$ cat config.mk
export PLATFORM = sky130hd
export DESIGN_NAME = usb_bulk_out_top
export DESIGN_NICKNAME = d
export VERILOG_FILES = /design/src/usb_bulk_pkg.sv /design/src/axis_byte_if.sv /design/src/ep_bulk_out.sv /design/src/ep_rx_router.sv /design/src/ep_sink_arbiter.sv /design/src/packet_fifo.sv /design/src/usb_bulk_out_top.sv
export VERILOG_INCLUDE_DIRS = /design/src /design/src/src
export SDC_FILE = /design/constraint.sdc
export NUM_CORES = 2
export LEC_CHECK = 0
export BUFFER_PORTS_ARGS = -buffer_cell sky130_fd_sc_hd__buf_2
export CORE_AREA = 2 2 381 383
export CTS_CLUSTER_DIAMETER = 80
export DETAILED_ROUTE_END_ITERATION = 12
export DIE_AREA = 0 0 383 385
export PLACE_DENSITY = 0.76
export SYNTH_ARGS = -nofsm -noshare
export SYNTH_HDL_FRONTEND = slang
export SYNTH_SLANG_ARGS = --single-unit
$ cat constraint.sdc
create_clock -name clock -period 7.8 [get_ports clock]
set_clock_uncertainty 0.05 [all_clocks]
set_input_delay 2.34 -clock clock [delete_from_list [all_inputs] [get_ports clock]]
set_output_delay 2.34 -clock clock [all_outputs]
set_load 0.005 [all_outputs]
$ cat src/usb_bulk_params.svh
`ifndef USB_BULK_PARAMS_SVH
`define USB_BULK_PARAMS_SVH

// Number of bulk OUT endpoints
`define USB_NUM_EP 3

// HS bulk packet size, scaled down from 512
`define USB_MAX_PACKET 16

// Bytes per endpoint FIFO, power of two and at least two packets
`define USB_FIFO_DEPTH 64

`endif

$ cat src/usb_bulk_pkg.sv
`default_nettype none

`include "usb_bulk_params.svh"

package usb_bulk_pkg;

  typedef logic [7:0] byte_t;

  // Endpoint index, one bit minimum
  typedef logic [(`USB_NUM_EP > 1 ? $clog2(`USB_NUM_EP) : 1)-1:0] ep_idx_t;

  typedef logic [$clog2(`USB_FIFO_DEPTH)-1:0] fifo_ptr_t;  // FIFO address
  typedef logic [$clog2(`USB_FIFO_DEPTH):0] fifo_lvl_t;    // Fill level, 0 to depth

  // Bytes within one packet, 0 to max packet
  typedef logic [$clog2(`USB_MAX_PACKET):0] pkt_cnt_t;

  typedef enum logic [2:0] {
    EP_HALT,
    EP_IDLE,
    EP_RECV,
    EP_SAVE,
    EP_FULL
  } ep_state_e;

endpackage

`default_nettype wire

$ cat src/axis_byte_if.sv
`default_nettype none

// Byte-wide valid/ready stream
interface axis_byte_if;
  import usb_bulk_pkg::*;

  logic  tvalid;
  logic  tready;
  logic  tkeep;  // Low with tlast marks a zero-length packet
  logic  tlast;
  byte_t tdata;

  modport src(output tvalid, output tkeep, output tlast, output tdata, input tready);

  modport dst(input tvalid, input tkeep, input tlast, input tdata, output tready);

endinterface

`default_nettype wire

$ cat src/ep_bulk_out.sv
`default_nettype none

`include "usb_bulk_params.svh"

module ep_bulk_out (
  input  wire      clock,
  input  wire      rst_n_i,
  input  wire      set_conf_i,  // From the control pipe
  input  wire      clr_conf_i,
  input  wire      selected_i,  // Token addresses this endpoint
  input  wire      rx_error_i,  // CRC16 failure or timeout
  input  wire      ack_sent_i,
  output logic     ep_ready_o,
  output logic     stalled_o,
  output logic     parity_o,    // Data toggle
  axis_byte_if.dst s_if,
  axis_byte_if.src m_if
);
  import usb_bulk_pkg::*;

  localparam int DEPTH = `USB_FIFO_DEPTH;
  localparam int MAX_PKT = `USB_MAX_PACKET;

  ep_state_e state_q;
  logic      parity_q;
  logic      ready_q;
  logic      fifo_rst_n_q;
  fifo_lvl_t level_w;
  fifo_lvl_t room_w;
  logic      short_w;  // Less than one packet of space

  axis_byte_if fifo_in ();

  assign stalled_o  = state_q == EP_HALT;
  assign parity_o   = parity_q;
  assign ep_ready_o = ready_q;

  assign room_w  = fifo_lvl_t'(DEPTH) - level_w;
  assign short_w = room_w < fifo_lvl_t'(MAX_PKT);

  // Bytes pass to the FIFO only while receiving
  assign fifo_in.tvalid = s_if.tvalid && state_q == EP_RECV;
  assign fifo_in.tkeep  = s_if.tkeep;
  assign fifo_in.tlast  = s_if.tlast;
  assign fifo_in.tdata  = s_if.tdata;
  assign s_if.tready    = fifo_in.tready && state_q == EP_RECV;

  // Flags and FIFO reset, also cleared by a new configuration
  always_ff @(posedge clock) begin
    if (!rst_n_i || set_conf_i) begin
      fifo_rst_n_q <= 1'b0;
      parity_q     <= 1'b0;
      ready_q      <= 1'b0;
    end else begin
      fifo_rst_n_q <= 1'b1;
      if (state_q == EP_SAVE && ack_sent_i) begin
        parity_q <= ~parity_q;
      end
      if (state_q == EP_IDLE) begin
        ready_q <= 1'b1;
      end else if (state_q == EP_HALT || state_q == EP_FULL) begin
        ready_q <= 1'b0;
      end
    end
  end

  always_ff @(posedge clock) begin
    if (!rst_n_i || clr_conf_i) begin
      state_q <= EP_HALT;
    end else begin
      case (state_q)
        EP_HALT: begin
          if (set_conf_i) state_q <= EP_IDLE;
        end
        EP_IDLE: begin
          if (selected_i) state_q <= EP_RECV;
        end
        EP_RECV: begin
          // Lost selection mid-packet is a protocol error
          if (!selected_i || rx_error_i) begin
            state_q <= EP_HALT;
          end else if (s_if.tvalid && s_if.tready && s_if.tlast) begin
            state_q <= EP_SAVE;
          end
        end
        EP_SAVE: begin
          if (ack_sent_i || rx_error_i) begin
            state_q <= short_w ? EP_FULL : EP_IDLE;
          end
        end
        EP_FULL: begin
          if (!short_w) begin
            state_q <= EP_IDLE;
          end else if (selected_i) begin
            state_q <= EP_HALT;  // Host sent to a full endpoint
          end
        end
        default: state_q <= EP_HALT;
      endcase
    end
  end

  packet_fifo u_fifo (
    .clock   (clock),
    .rst_n_i (fifo_rst_n_q),
    .drop_i  (rx_error_i),
    .save_i  (ack_sent_i && state_q == EP_SAVE),
    .level_o (level_w),
    .s_if    (fifo_in),
    .m_if    (m_if)
  );

  // Router only forwards bytes to the selected endpoint
  a_rx_only_when_recv: assert property (
    @(posedge clock) disable iff (!rst_n_i)
    s_if.tvalid && s_if.tready |-> state_q == EP_RECV && selected_i
  ) else $error("ep_bulk_out: byte transfer outside receive");

endmodule

`default_nettype wire

$ cat src/ep_rx_router.sv
`default_nettype none

`include "usb_bulk_params.svh"

module ep_rx_router (
  input  wire                        clock,
  input  wire                        rst_n_i,
  input  wire                        token_valid_i,
  input  wire usb_bulk_pkg::ep_idx_t token_ep_i,
  input  wire                        rx_error_i,
  input  wire                        ack_sent_i,
  input  wire                        s_tvalid_i,
  input  wire                        s_tkeep_i,
  input  wire                        s_tlast_i,
  input  wire usb_bulk_pkg::byte_t   s_tdata_i,
  output logic                       s_tready_o,
  output logic [`USB_NUM_EP-1:0]     ep_sel_o,
  output logic [`USB_NUM_EP-1:0]     ep_err_o,
  output logic [`USB_NUM_EP-1:0]     ep_ack_o,
  axis_byte_if.src                   ep_if [`USB_NUM_EP]
);
  import usb_bulk_pkg::*;

  localparam int NUM_EP = `USB_NUM_EP;

  ep_idx_t           sel_q;
  logic              busy_q;  // Token active
  logic              hit_q;   // Latched index names a real endpoint
  logic [NUM_EP-1:0] rdy_w;

  always_ff @(posedge clock) begin
    if (!rst_n_i) begin
      sel_q  <= '0;
      busy_q <= 1'b0;
      hit_q  <= 1'b0;
    end else if (!token_valid_i) begin
      busy_q <= 1'b0;
    end else if (!busy_q) begin
      sel_q  <= token_ep_i;
      busy_q <= 1'b1;
      hit_q  <= int'(token_ep_i) < NUM_EP;
    end
  end

  for (genvar i = 0; i < NUM_EP; i++) begin : g_ep
    assign ep_sel_o[i] = busy_q && sel_q == ep_idx_t'(i);
    assign ep_err_o[i] = rx_error_i && ep_sel_o[i];
    assign ep_ack_o[i] = ack_sent_i && ep_sel_o[i];

    assign ep_if[i].tvalid = s_tvalid_i && ep_sel_o[i];
    assign ep_if[i].tkeep  = s_tkeep_i;
    assign ep_if[i].tlast  = s_tlast_i;
    assign ep_if[i].tdata  = s_tdata_i;

    assign rdy_w[i] = ep_if[i].tready && ep_sel_o[i];
  end

  // Bytes for an unknown endpoint are swallowed
  assign s_tready_o = busy_q && (!hit_q || |rdy_w);

  // A status pulse for a real endpoint reaches exactly one endpoint
  a_status_to_one: assert property (
    @(posedge clock) disable iff (!rst_n_i)
    (ack_sent_i || rx_error_i) && hit_q |-> $onehot(ep_sel_o)
  ) else $error("ep_rx_router: status pulse without a selected endpoint");

endmodule

`default_nettype wire

$ cat src/ep_sink_arbiter.sv
`default_nettype none

`include "usb_bulk_params.svh"

module ep_sink_arbiter (
  input  wire                     clock,
  input  wire                     rst_n_i,
  axis_byte_if.dst                ep_if [`USB_NUM_EP],
  output logic                    m_tvalid_o,
  input  wire                     m_tready_i,
  output logic                    m_tlast_o,
  output usb_bulk_pkg::byte_t     m_tdata_o,
  output usb_bulk_pkg::ep_idx_t   m_tdest_o  // Source endpoint of the frame
);
  import usb_bulk_pkg::*;

  localparam int NUM_EP = `USB_NUM_EP;

  logic [NUM_EP-1:0] valid_w;
  logic [NUM_EP-1:0] last_w;
  byte_t             data_w [NUM_EP];
  ep_idx_t           grant_q;
  ep_idx_t           pick_w;
  logic              found_w;
  logic              lock_q;  // Frame in progress
  logic              done_w;

  for (genvar i = 0; i < NUM_EP; i++) begin : g_ep
    assign valid_w[i] = ep_if[i].tvalid;
    assign last_w[i]  = ep_if[i].tlast;
    assign data_w[i]  = ep_if[i].tdata;
    assign ep_if[i].tready = lock_q && grant_q == ep_idx_t'(i) && m_tready_i;
  end

  // Nearest requester after the last winner
  always_comb begin
    int unsigned idx;
    pick_w  = grant_q;
    found_w = 1'b0;
    for (int k = NUM_EP; k >= 1; k--) begin
      idx = (int'(grant_q) + k) % NUM_EP;
      if (valid_w[idx]) begin
        pick_w  = ep_idx_t'(idx);
        found_w = 1'b1;
      end
    end
  end

  assign m_tvalid_o = lock_q && valid_w[grant_q];
  assign m_tlast_o  = last_w[grant_q];
  assign m_tdata_o  = data_w[grant_q];
  assign m_tdest_o  = grant_q;
  assign done_w     = m_tvalid_o && m_tready_i && m_tlast_o;

  always_ff @(posedge clock) begin
    if (!rst_n_i) begin
      grant_q <= ep_idx_t'(NUM_EP - 1);  // First pick is endpoint 0
      lock_q  <= 1'b0;
    end else if (!lock_q) begin
      if (found_w) begin
        grant_q <= pick_w;
        lock_q  <= 1'b1;
      end
    end else if (done_w) begin
      lock_q <= 1'b0;
    end
  end

  // A stalled byte stays on the output with its endpoint tag
  a_hold_on_stall: assert property (
    @(posedge clock) disable iff (!rst_n_i)
    m_tvalid_o && !m_tready_i |=>
      m_tvalid_o && $stable(m_tdest_o) && $stable(m_tdata_o) && $stable(m_tlast_o)
  ) else $error("ep_sink_arbiter: output changed while stalled");

endmodule

`default_nettype wire

$ cat src/packet_fifo.sv
`default_nettype none

`include "usb_bulk_params.svh"

module packet_fifo (
  input  wire                     clock,
  input  wire                     rst_n_i,
  input  wire                     drop_i,   // Rewind to the last commit
  input  wire                     save_i,   // Commit the packet just written
  output usb_bulk_pkg::fifo_lvl_t level_o,  // Includes uncommitted bytes
  axis_byte_if.dst                s_if,
  axis_byte_if.src                m_if
);
  import usb_bulk_pkg::*;

  localparam int DEPTH = `USB_FIFO_DEPTH;
  localparam int MAX_PKT = `USB_MAX_PACKET;

  byte_t            data_mem [DEPTH];
  logic [DEPTH-1:0] last_q;
  fifo_lvl_t        wr_q;   // Next write slot
  fifo_lvl_t        cmt_q;  // End of committed data
  fifo_lvl_t        vis_q;  // End of readable data, one short of cmt_q while a byte is held
  fifo_lvl_t        rd_q;
  pkt_cnt_t         cnt_q;  // Bytes in the packet being written
  logic             full_w;
  logic             held_w;
  logic             wr_en;
  logic             rd_en;

  assign level_o = wr_q - rd_q;
  assign full_w  = level_o == fifo_lvl_t'(DEPTH);
  assign held_w  = vis_q != cmt_q;

  assign s_if.tready = !full_w;
  assign wr_en = s_if.tvalid && s_if.tkeep && !full_w;  // ZLP carries no byte
  assign rd_en = (vis_q != rd_q) && (!m_if.tvalid || m_if.tready);

  assign m_if.tkeep = 1'b1;

  always_ff @(posedge clock) begin
    if (wr_en) begin
      data_mem[fifo_ptr_t'(wr_q)] <= s_if.tdata;
    end
  end

  // Last flag is stored only for a short packet's final byte
  always_ff @(posedge clock) begin
    if (wr_en) begin
      last_q[fifo_ptr_t'(wr_q)] <= s_if.tlast && (cnt_q != pkt_cnt_t'(MAX_PKT - 1));
    end
    // ZLP after a full-size packet closes the frame on the held byte
    if (save_i && !drop_i && cnt_q == '0 && held_w) begin
      last_q[fifo_ptr_t'(vis_q)] <= 1'b1;
    end
  end

  always_ff @(posedge clock) begin
    if (!rst_n_i) begin
      wr_q  <= '0;
      cmt_q <= '0;
      vis_q <= '0;
      cnt_q <= '0;
    end else if (drop_i) begin
      wr_q  <= cmt_q;
      cnt_q <= '0;
    end else if (save_i) begin
      cmt_q <= wr_q;
      // Full-size packet keeps its last byte back until the next save
      vis_q <= (cnt_q == pkt_cnt_t'(MAX_PKT)) ? wr_q - 1'b1 : wr_q;
      cnt_q <= '0;
    end else if (wr_en) begin
      wr_q  <= wr_q + 1'b1;
      cnt_q <= cnt_q + 1'b1;
    end
  end

  // Registered output stage
  always_ff @(posedge clock) begin
    if (!rst_n_i) begin
      rd_q        <= '0;
      m_if.tvalid <= 1'b0;
    end else if (rd_en) begin
      rd_q        <= rd_q + 1'b1;
      m_if.tvalid <= 1'b1;
    end else if (m_if.tready) begin
      m_if.tvalid <= 1'b0;
    end
  end

  always_ff @(posedge clock) begin
    if (rd_en) begin
      m_if.tdata <= data_mem[fifo_ptr_t'(rd_q)];
      m_if.tlast <= last_q[fifo_ptr_t'(rd_q)];
    end
  end

  // The endpoint admits a packet only with room for all of it
  a_no_write_when_full: assert property (
    @(posedge clock) disable iff (!rst_n_i)
    s_if.tvalid && s_if.tkeep |-> !full_w
  ) else $error("packet_fifo: byte offered while full");

endmodule

`default_nettype wire

$ cat src/usb_bulk_out_top.sv
`default_nettype none

`include "usb_bulk_params.svh"

module usb_bulk_out_top (
  input  wire                        clock,
  input  wire                        rst_n_i,
  input  wire                        set_conf_i,
  input  wire                        clr_conf_i,
  input  wire                        token_valid_i,
  input  wire usb_bulk_pkg::ep_idx_t token_ep_i,
  input  wire                        rx_error_i,
  input  wire                        ack_sent_i,
  input  wire                        s_tvalid_i,  // From the packet decoder
  output logic                       s_tready_o,
  input  wire                        s_tkeep_i,
  input  wire                        s_tlast_i,
  input  wire usb_bulk_pkg::byte_t   s_tdata_i,
  output logic                       m_tvalid_o,  // Merged endpoint frames
  input  wire                        m_tready_i,
  output logic                       m_tlast_o,
  output usb_bulk_pkg::byte_t        m_tdata_o,
  output usb_bulk_pkg::ep_idx_t      m_tdest_o,
  output logic [`USB_NUM_EP-1:0]     ep_ready_o,
  output logic [`USB_NUM_EP-1:0]     stalled_o,
  output logic [`USB_NUM_EP-1:0]     parity_o
);

  logic [`USB_NUM_EP-1:0] ep_sel_w;
  logic [`USB_NUM_EP-1:0] ep_err_w;
  logic [`USB_NUM_EP-1:0] ep_ack_w;

  axis_byte_if rx_if [`USB_NUM_EP] ();  // Router to endpoints
  axis_byte_if tx_if [`USB_NUM_EP] ();  // Endpoints to arbiter

  ep_rx_router u_router (
    .clock         (clock),
    .rst_n_i       (rst_n_i),
    .token_valid_i (token_valid_i),
    .token_ep_i    (token_ep_i),
    .rx_error_i    (rx_error_i),
    .ack_sent_i    (ack_sent_i),
    .s_tvalid_i    (s_tvalid_i),
    .s_tkeep_i     (s_tkeep_i),
    .s_tlast_i     (s_tlast_i),
    .s_tdata_i     (s_tdata_i),
    .s_tready_o    (s_tready_o),
    .ep_sel_o      (ep_sel_w),
    .ep_err_o      (ep_err_w),
    .ep_ack_o      (ep_ack_w),
    .ep_if         (rx_if)
  );

  for (genvar i = 0; i < `USB_NUM_EP; i++) begin : g_ep
    ep_bulk_out u_ep (
      .clock      (clock),
      .rst_n_i    (rst_n_i),
      .set_conf_i (set_conf_i),
      .clr_conf_i (clr_conf_i),
      .selected_i (ep_sel_w[i]),
      .rx_error_i (ep_err_w[i]),
      .ack_sent_i (ep_ack_w[i]),
      .ep_ready_o (ep_ready_o[i]),
      .stalled_o  (stalled_o[i]),
      .parity_o   (parity_o[i]),
      .s_if       (rx_if[i]),
      .m_if       (tx_if[i])
    );
  end

  ep_sink_arbiter u_arbiter (
    .clock      (clock),
    .rst_n_i    (rst_n_i),
    .ep_if      (tx_if),
    .m_tvalid_o (m_tvalid_o),
    .m_tready_i (m_tready_i),
    .m_tlast_o  (m_tlast_o),
    .m_tdata_o  (m_tdata_o),
    .m_tdest_o  (m_tdest_o)
  );

endmodule

`default_nettype wire

After elaboration in Yosys (flattened, before gate mapping)
Memory sizes are Yosys's and may differ from the RTL's. A register that Yosys moved wholly into a read port is not among the register bits.
Index checks and enable logic that the tools add are counted.
W data, S select, Z words.
{"block": "totals", "latchBits": 0, "ff_bits": 320, "mem_count": 3, "output_inout_bits": 22, "romBits": 0, "mem_bits_rw": 1536}
{"name": "g_ep[0].u_ep.u_fifo.data_mem", "words": 64, "word_bits": 8, "read_ports": 1, "rd_clocked_by_memory_dff": 1, "wr": 1, "line_no": "packet_fifo.sv:19", "text": "byte_t data_mem [DEPTH];"}
{"name": "g_ep[1].u_ep.u_fifo.data_mem", "words": 64, "word_bits": 8, "read_ports": 1, "rd_clocked_by_memory_dff": 1, "wr": 1, "line_no": "packet_fifo.sv:19"}
{"name": "g_ep[2].u_ep.u_fifo.data_mem", "words": 64, "word_bits": 8, "read_ports": 1, "rd_clocked_by_memory_dff": 1, "wr": 1, "line_no": "packet_fifo.sv:19"}
{"block": "op_classes", "addsub": 21, "n_mul": 0, "div_mod_pow": 3, "n_bitwise": 13, "reduce_logical": 129, "shift": 0, "n_eq_ne": 49, "magnitude_cmp": 24, "n_mux": 106}
{"cell": "$mux W64", "count": 6}
{"cell": "$bwmux W64", "count": 3}
{"cell": "$or A64 B64 Y64", "count": 3}
{"cell": "$lt A32 B3 Y1 const B", "count": 3}
{"cell": "$mod A32 B3 Y32 const B", "count": 3}
{"cell": "$mux W7", "count": 12}
{"cell": "$logic_and A1 B1 Y1", "count": 67}
{"cell": "$mux W3", "count": 22}
{"cell": "$lt A6 B7 Y1 const B", "count": 9}
{"cell": "$pmux W3 S5", "count": 3}
{"cell": "$add A7 B1 Y7 const B", "count": 6}
{"cell": "$ne A7 B7 Y1", "count": 6}
{"cell": "$mux W1", "count": 40}
{"cell": "$demux W1 S6", "count": 6}
{"cell": "$ge A6 B1 Y1 const B", "count": 6}
{"cell": "$eq A7 B7 Y1 const B", "count": 3}
{"cell": "$lt A7 B5 Y1 const B", "count": 3}
{"cell": "$sub A7 B1 Y7 const B", "count": 3}
{"cell": "$sub A7 B7 Y7", "count": 3}
{"cell": "$sub A7 B7 Y7 const A", "count": 3}
{"cell": "$bmux W1 S6", "count": 3}
{"cell": "$eq A3 B2 Y1 const B", "count": 6}
{"cell": "$reduce_bool A2 Y1", "count": 9}
{"cell": "$bmux W8 S2", "count": 1}
{"cell": "other kinds (31)", "count": 116}

Depth between registers and ports, before layout
{"block": "logic_depth", "depth_word": 9, "depth_mapped": 14, "ltp_nobuf": 11}

Cells and area by module
Synthesis repeated with hierarchy kept, for this count alone.
{"block": "unflattened", "hier_cells": 4797, "hier_area_um2": 79284.8}
{"mod": "packet_fifo (g_ep[2].u_ep.u_fifo)", "area_each_um2": 25708.4, "n_inst": 1, "seq_area_each_um2": 17606.9, "cells_each": 1526}
{"mod": "packet_fifo (g_ep[1].u_ep.u_fifo)", "area_each_um2": 25673.4, "n_inst": 1, "seq_area_each_um2": 17606.9, "cells_each": 1522}
{"mod": "packet_fifo (g_ep[0].u_ep.u_fifo)", "area_each_um2": 25519.5, "n_inst": 1, "seq_area_each_um2": 17606.9, "cells_each": 1464}
{"mod": "ep_bulk_out", "area_each_um2": 407.9, "n_inst": 3, "seq_area_each_um2": 120.1, "cells_each": 45}
{"mod": "ep_sink_arbiter", "area_each_um2": 671.9, "n_inst": 1, "seq_area_each_um2": 60.1, "cells_each": 92}
{"mod": "ep_rx_router", "area_each_um2": 488.0, "n_inst": 1, "seq_area_each_um2": 80.1, "cells_each": 58}

Least setup slack after synthesis
No wires, ideal clock.
{"block": "synth_timing", "path_type": "reg2out", "start": "reg g_ep[0].u_ep.u_fifo.rd_q[3]", "end": "out s_tready_o", "path_buffers": 3, "setup_slack_ps": 2000, "arrival_ps": 3410, "t_required_ps": 5410, "path_stages_with_launch": 12, "cell_sequence": "dfxtp_1 > inv_1 > clkbuf_1 > clkbuf_1 > ha_1 > o21a_1 > o2111a_1 > a211o_1 > a2111oi_4 > clkbuf_1 > o41ai_1 > o31a_1"}
{"block": "synth_via", "elab_chain_len": 8}
{"element": "start: declaration", "line_no": "packet_fifo.sv:24", "text": "fifo_lvl_t rd_q;"}
{"element": "start signal: assignment", "line_no": "packet_fifo.sv:84", "text": "rd_q <= rd_q + 1'b1;"}
{"element": "$sub A7 B7 Y7", "line_no": "packet_fifo.sv:31", "text": "assign level_o = wr_q - rd_q;"}
{"element": "$eq A7 B7 Y1", "line_no": "packet_fifo.sv:32", "text": "assign full_w = level_o == fifo_lvl_t'(DEPTH);"}
{"element": "$logic_not A1 Y1", "line_no": "packet_fifo.sv:35", "text": "assign s_if.tready = !full_w;"}
{"element": "$logic_and A1 B1 Y1", "line_no": "ep_bulk_out.sv:46", "text": "assign s_if.tready = fifo_in.tready && state_q == EP_RECV;"}
{"element": "$logic_and A1 B1 Y1", "line_no": "ep_rx_router.sv:55", "text": "assign rdy_w[i] = ep_if[i].tready && ep_sel_o[i];"}
{"element": "$reduce_or A3 Y1", "line_no": "ep_rx_router.sv:59", "text": "assign s_tready_o = busy_q && (!hit_q || |rdy_w);"}
{"element": "$logic_or A1 B1 Y1", "line_no": "ep_rx_router.sv:59"}
{"element": "$logic_and A1 B1 Y1", "line_no": "ep_rx_router.sv:59"}
{"element": "end: declaration", "line_no": "usb_bulk_out_top.sv:15", "text": "output logic s_tready_o,"}
Every way passes these cells.

Worst setup path in the final report
{"block": "layout_timing", "start": "reg g_ep[1].u_ep.u_fifo.rd_q[1]", "end": "out s_tready_o"}
{"block": "layout_via", "elab_chain_len": 8}
{"element": "start: declaration", "line_no": "packet_fifo.sv:24"}
{"element": "start signal: assignment", "line_no": "packet_fifo.sv:84"}
{"element": "$sub A7 B7 Y7", "line_no": "packet_fifo.sv:31"}
{"element": "$eq A7 B7 Y1", "line_no": "packet_fifo.sv:32"}
{"element": "$logic_not A1 Y1", "line_no": "packet_fifo.sv:35"}
{"element": "$logic_and A1 B1 Y1", "line_no": "ep_bulk_out.sv:46"}
{"element": "$logic_and A1 B1 Y1", "line_no": "ep_rx_router.sv:55"}
{"element": "$reduce_or A3 Y1", "line_no": "ep_rx_router.sv:59"}
{"element": "$logic_or A1 B1 Y1", "line_no": "ep_rx_router.sv:59"}
{"element": "$logic_and A1 B1 Y1", "line_no": "ep_rx_router.sv:59"}
Every way passes these cells.

==> impl_metrics.py <==
metrics = {
    "cells_and_area": {
        "multi_input_area_um2": 23300,
        "drive_gt1_share_pct": 23.0,
        "seq_area_um2": 53300,
        "fin_cells": 6610,
        "fillers": 9904,
        "nets": 4608,
        "syn_to_final_growth_pct": 10.8,
    },
    "clock_network": {
        "cts_max_level": 4,
        "cts_tree": "built",
        "cts_setup_buffers": 0,
        "clock_latency_ns": 0.83,
        "cts.sinks": 1880,
        "clkTransAtPathRegs_ns": 0.07,
        "cts_inserted_buffers": 184,
        "cts-resized-gates": 0,
        "clk_path_buf_depth": 3,
        "postCtsHoldBufs": 0,
        "clockRootBuffer": "clkbuf_16",
    },
    "synth": {
        "ys_ff_latch": 1880,
        "syn_inst": 4505,
        "ys_top_cells_by_area": "edfxtp_1 60%, mux4_2 16%, dfxtp_1 8.1%",
        "synthArstFlopShare_pct": 0,
        "syn_nets": 4568,
        "synth_common_cells": "1563 x edfxtp_1, 567 x mux4_2, 317 x dfxtp_1, 235 x o21ai_0, 219 x nand2_1",
        "synth_cell_types": 77,
        "synth.most_common_cell": "edfxtp_1",
        "yosysTopAreaCell": "edfxtp_1",
        "syn_avg_cell_area_um2": 17.4,
        "ys.warnings.count": 0,
        "netlist.area_leader.share_pct": 60.0,
        "netlist_area_um2": 78300,
        "yosysSeqAreaShare_pct": 68.1,
        "synth_edf_count": 1563,
        "synth_ff_type": "edfxtp_1",
    },
    "timing": {
        "min_period_ns": 6.47,
        "period_share_pct": 82.9,
        "slew_headroom_pct": 6.16,
        "rsz0062_at_grt": "no",
        "timing.final.hold_violations": 0,
        "setup_viol": 0,
        "hold_slack_ns": 0.423,
        "worstMarginPinSlew_ns": 1.39,
        "final-max-slew-violation-count": 0,
        "clock.fmax_ghz": 0.155,
        "setup_tns_ns": 0,
    },
    "setup_path": {
        "critPathMaxFanout": 37,
        "cp-end-kind": "output port",
        "cp.required_ns": 5.41,
        "crit_arrival_ns": 4.08,
        "critPathKind": "reg -> out",
        "startpoint_type": "register",
    },
    "place": {
        "dp_cells": 6262,
        "hpwl_um": 112000,
        "place_congestion": 0.910,
        "port_buffers": 42,
    },
    "detailed_routing": {
        "drtIter0Drc": 5246,
        "dr.pass1.iters": 6,
        "drc": 0,
        "routed_wl_um": 186000,
        "vias": 42600,
        "routedWlPerCell_um": 28.1,
        "viasPerCell": 6.45,
        "drtAntennaViolNets": 0,
    },
    "die": {
        "start_util_pct": 54.7,
        "fp.dieArea_um2": 147000,
        "die_h_um": 385,
        "die_w_um": 383,
        "boundaryPins": 43,
        "num_rows": 139,
        "core_um2": 143000,
    },
    "power": {
        "powerDensity_nw_per_um2": 230,
        "power.leakage_nw": 27.7,
        "peakVddDrop_mv": 0.220,
    },
    "global_routing": {
        "first_global_vias": 42000,
        "gr-total-overflow": 0,
        "grt.total_usage_pct": 25.4,
        "grt_max_degree": 130,
        "grt_first_pass_wirelength_um": 278000,
        "antenna_found_initial": 19,
    },
    "run": {
        "cap_viol_max_count": 0,
    },
    "status": {
        "outcome": "finished, final reports clean",
    },
    "worst_hold_path": {
        "worstHoldPathType": "reg -> reg",
    },
}
## routing by layer
layer  vias up  part of all wire, %  GRT usage [%]
li1      18100                    -              -
met1     22000                   40           36.2
met2      2154                   48           39.8
met3       369                  9.6           5.12
met4         6                  3.2           8.41
met5         -                0.022              0
## report_power, final
group / switching (mW) / internal (mW) / total, mW
clock network: 3.77 / 4.99 / 8.76
logic: 0.240 / 0.0515 / 0.292
registers: 0.0123 / 10.9 / 10.9
## flip-flops by register name, summed over array words and instances, names as in the netlist, 2 cells and up
| name | cells |
|---|---|
| g_ep.u_ep.u_fifo.data_mem | 1536 |
| g_ep.u_ep.u_fifo.last_q | 192 |
| g_ep.u_ep.u_fifo.m_if.tdata | 24 |
| g_ep.u_ep.u_fifo.cmt_q | 21 |
| g_ep.u_ep.u_fifo.rd_q | 21 |
| g_ep.u_ep.u_fifo.vis_q | 21 |
| g_ep.u_ep.u_fifo.wr_q | 21 |
| g_ep.u_ep.u_fifo.cnt_q | 15 |
| g_ep.u_ep.state_q | 9 |
| g_ep.u_ep.ep_ready_o | 3 |
| g_ep.u_ep.parity_o | 3 |
| g_ep.u_ep.u_fifo.m_if.tlast | 3 |
| g_ep.u_ep.u_fifo.m_if.tvalid | 3 |
| u_arbiter.m_tdest_o | 2 |
| u_router.sel_q | 2 |
## cell families after synthesis
logic type	share of synthesized area, %
buffers and inverters	2.27
AO/OA/AOI/OAI	3.11
flip-flops	68.1
AND/OR/NAND/NOR	5.49
adder cells (fa/ha/maj)	0.713
multiplexers	19.0
XOR/XNOR	1.29
## final cells by class
cell class / instances / area share [%]
timing repair buffer: 157 / 1.32
inverter: 142 / 0.615
sequential: 1880 / 61.5
antenna: 4 / 0.0115
clock inverter: 94 / 1.04
multi-input combinational: 2180 / 26.9
tap: 1903 / 2.75
clock buffer: 250 / 5.86
## critical path, stage by stage (launching register included)
cell       delay [ns]
dfxtp_4          0.72
inv_1            0.19
fa_1             0.48
a211oi_1         0.34
o211ai_1         0.14
a21boi_0         0.19
a2111oi_4        0.53
nor2_1           0.16
o31a_1           0.33
buf_2            0.17
## metrics by stage
stage	cell area (um2)	setup slack (ns)	power (mW)	utilization, %
floorplan	78300	2.00	11.2	-
global placement	80700	2.17	11.4	56.4
detailed placement	80700	2.17	11.4	56.4
CTS	86700	1.29	20.1	60.6
global route	86700	1.14	20.4	60.6
finish	86700	1.33	19.9	60.6
## placed cells by master (no fill, tap or decap), types with 79 or more instances in the layout
master     instances
clkbuf_16        187
dfxtp_1          308
mux4_2           567
edfxtp_1        1563
nand4_1           93
nor2_1           132
nand2_1          219
o21ai_0          235
a21oi_1           79
nor3_1           102
buf_4            113
inv_1            138
mux2i_1          210
## path summary, 6_finish.rpt
check                                 start                                   to  slack [ns]  cells past startpoint
max             g_ep[1].u_ep.u_fifo.rd_q[1]                           s_tready_o        1.33                      9
max reg2reg     g_ep[0].u_ep.u_fifo.wr_q[0]  g_ep[0].u_ep.u_fifo.data_mem[21][1]        3.14                     11
min          g_ep[1].u_ep.u_fifo.last_q[22]       g_ep[1].u_ep.u_fifo.last_q[22]        0.42                      2
min reg2reg  g_ep[1].u_ep.u_fifo.last_q[22]       g_ep[1].u_ep.u_fifo.last_q[22]        0.42                      2
Power figures use the tool's default switching activity.
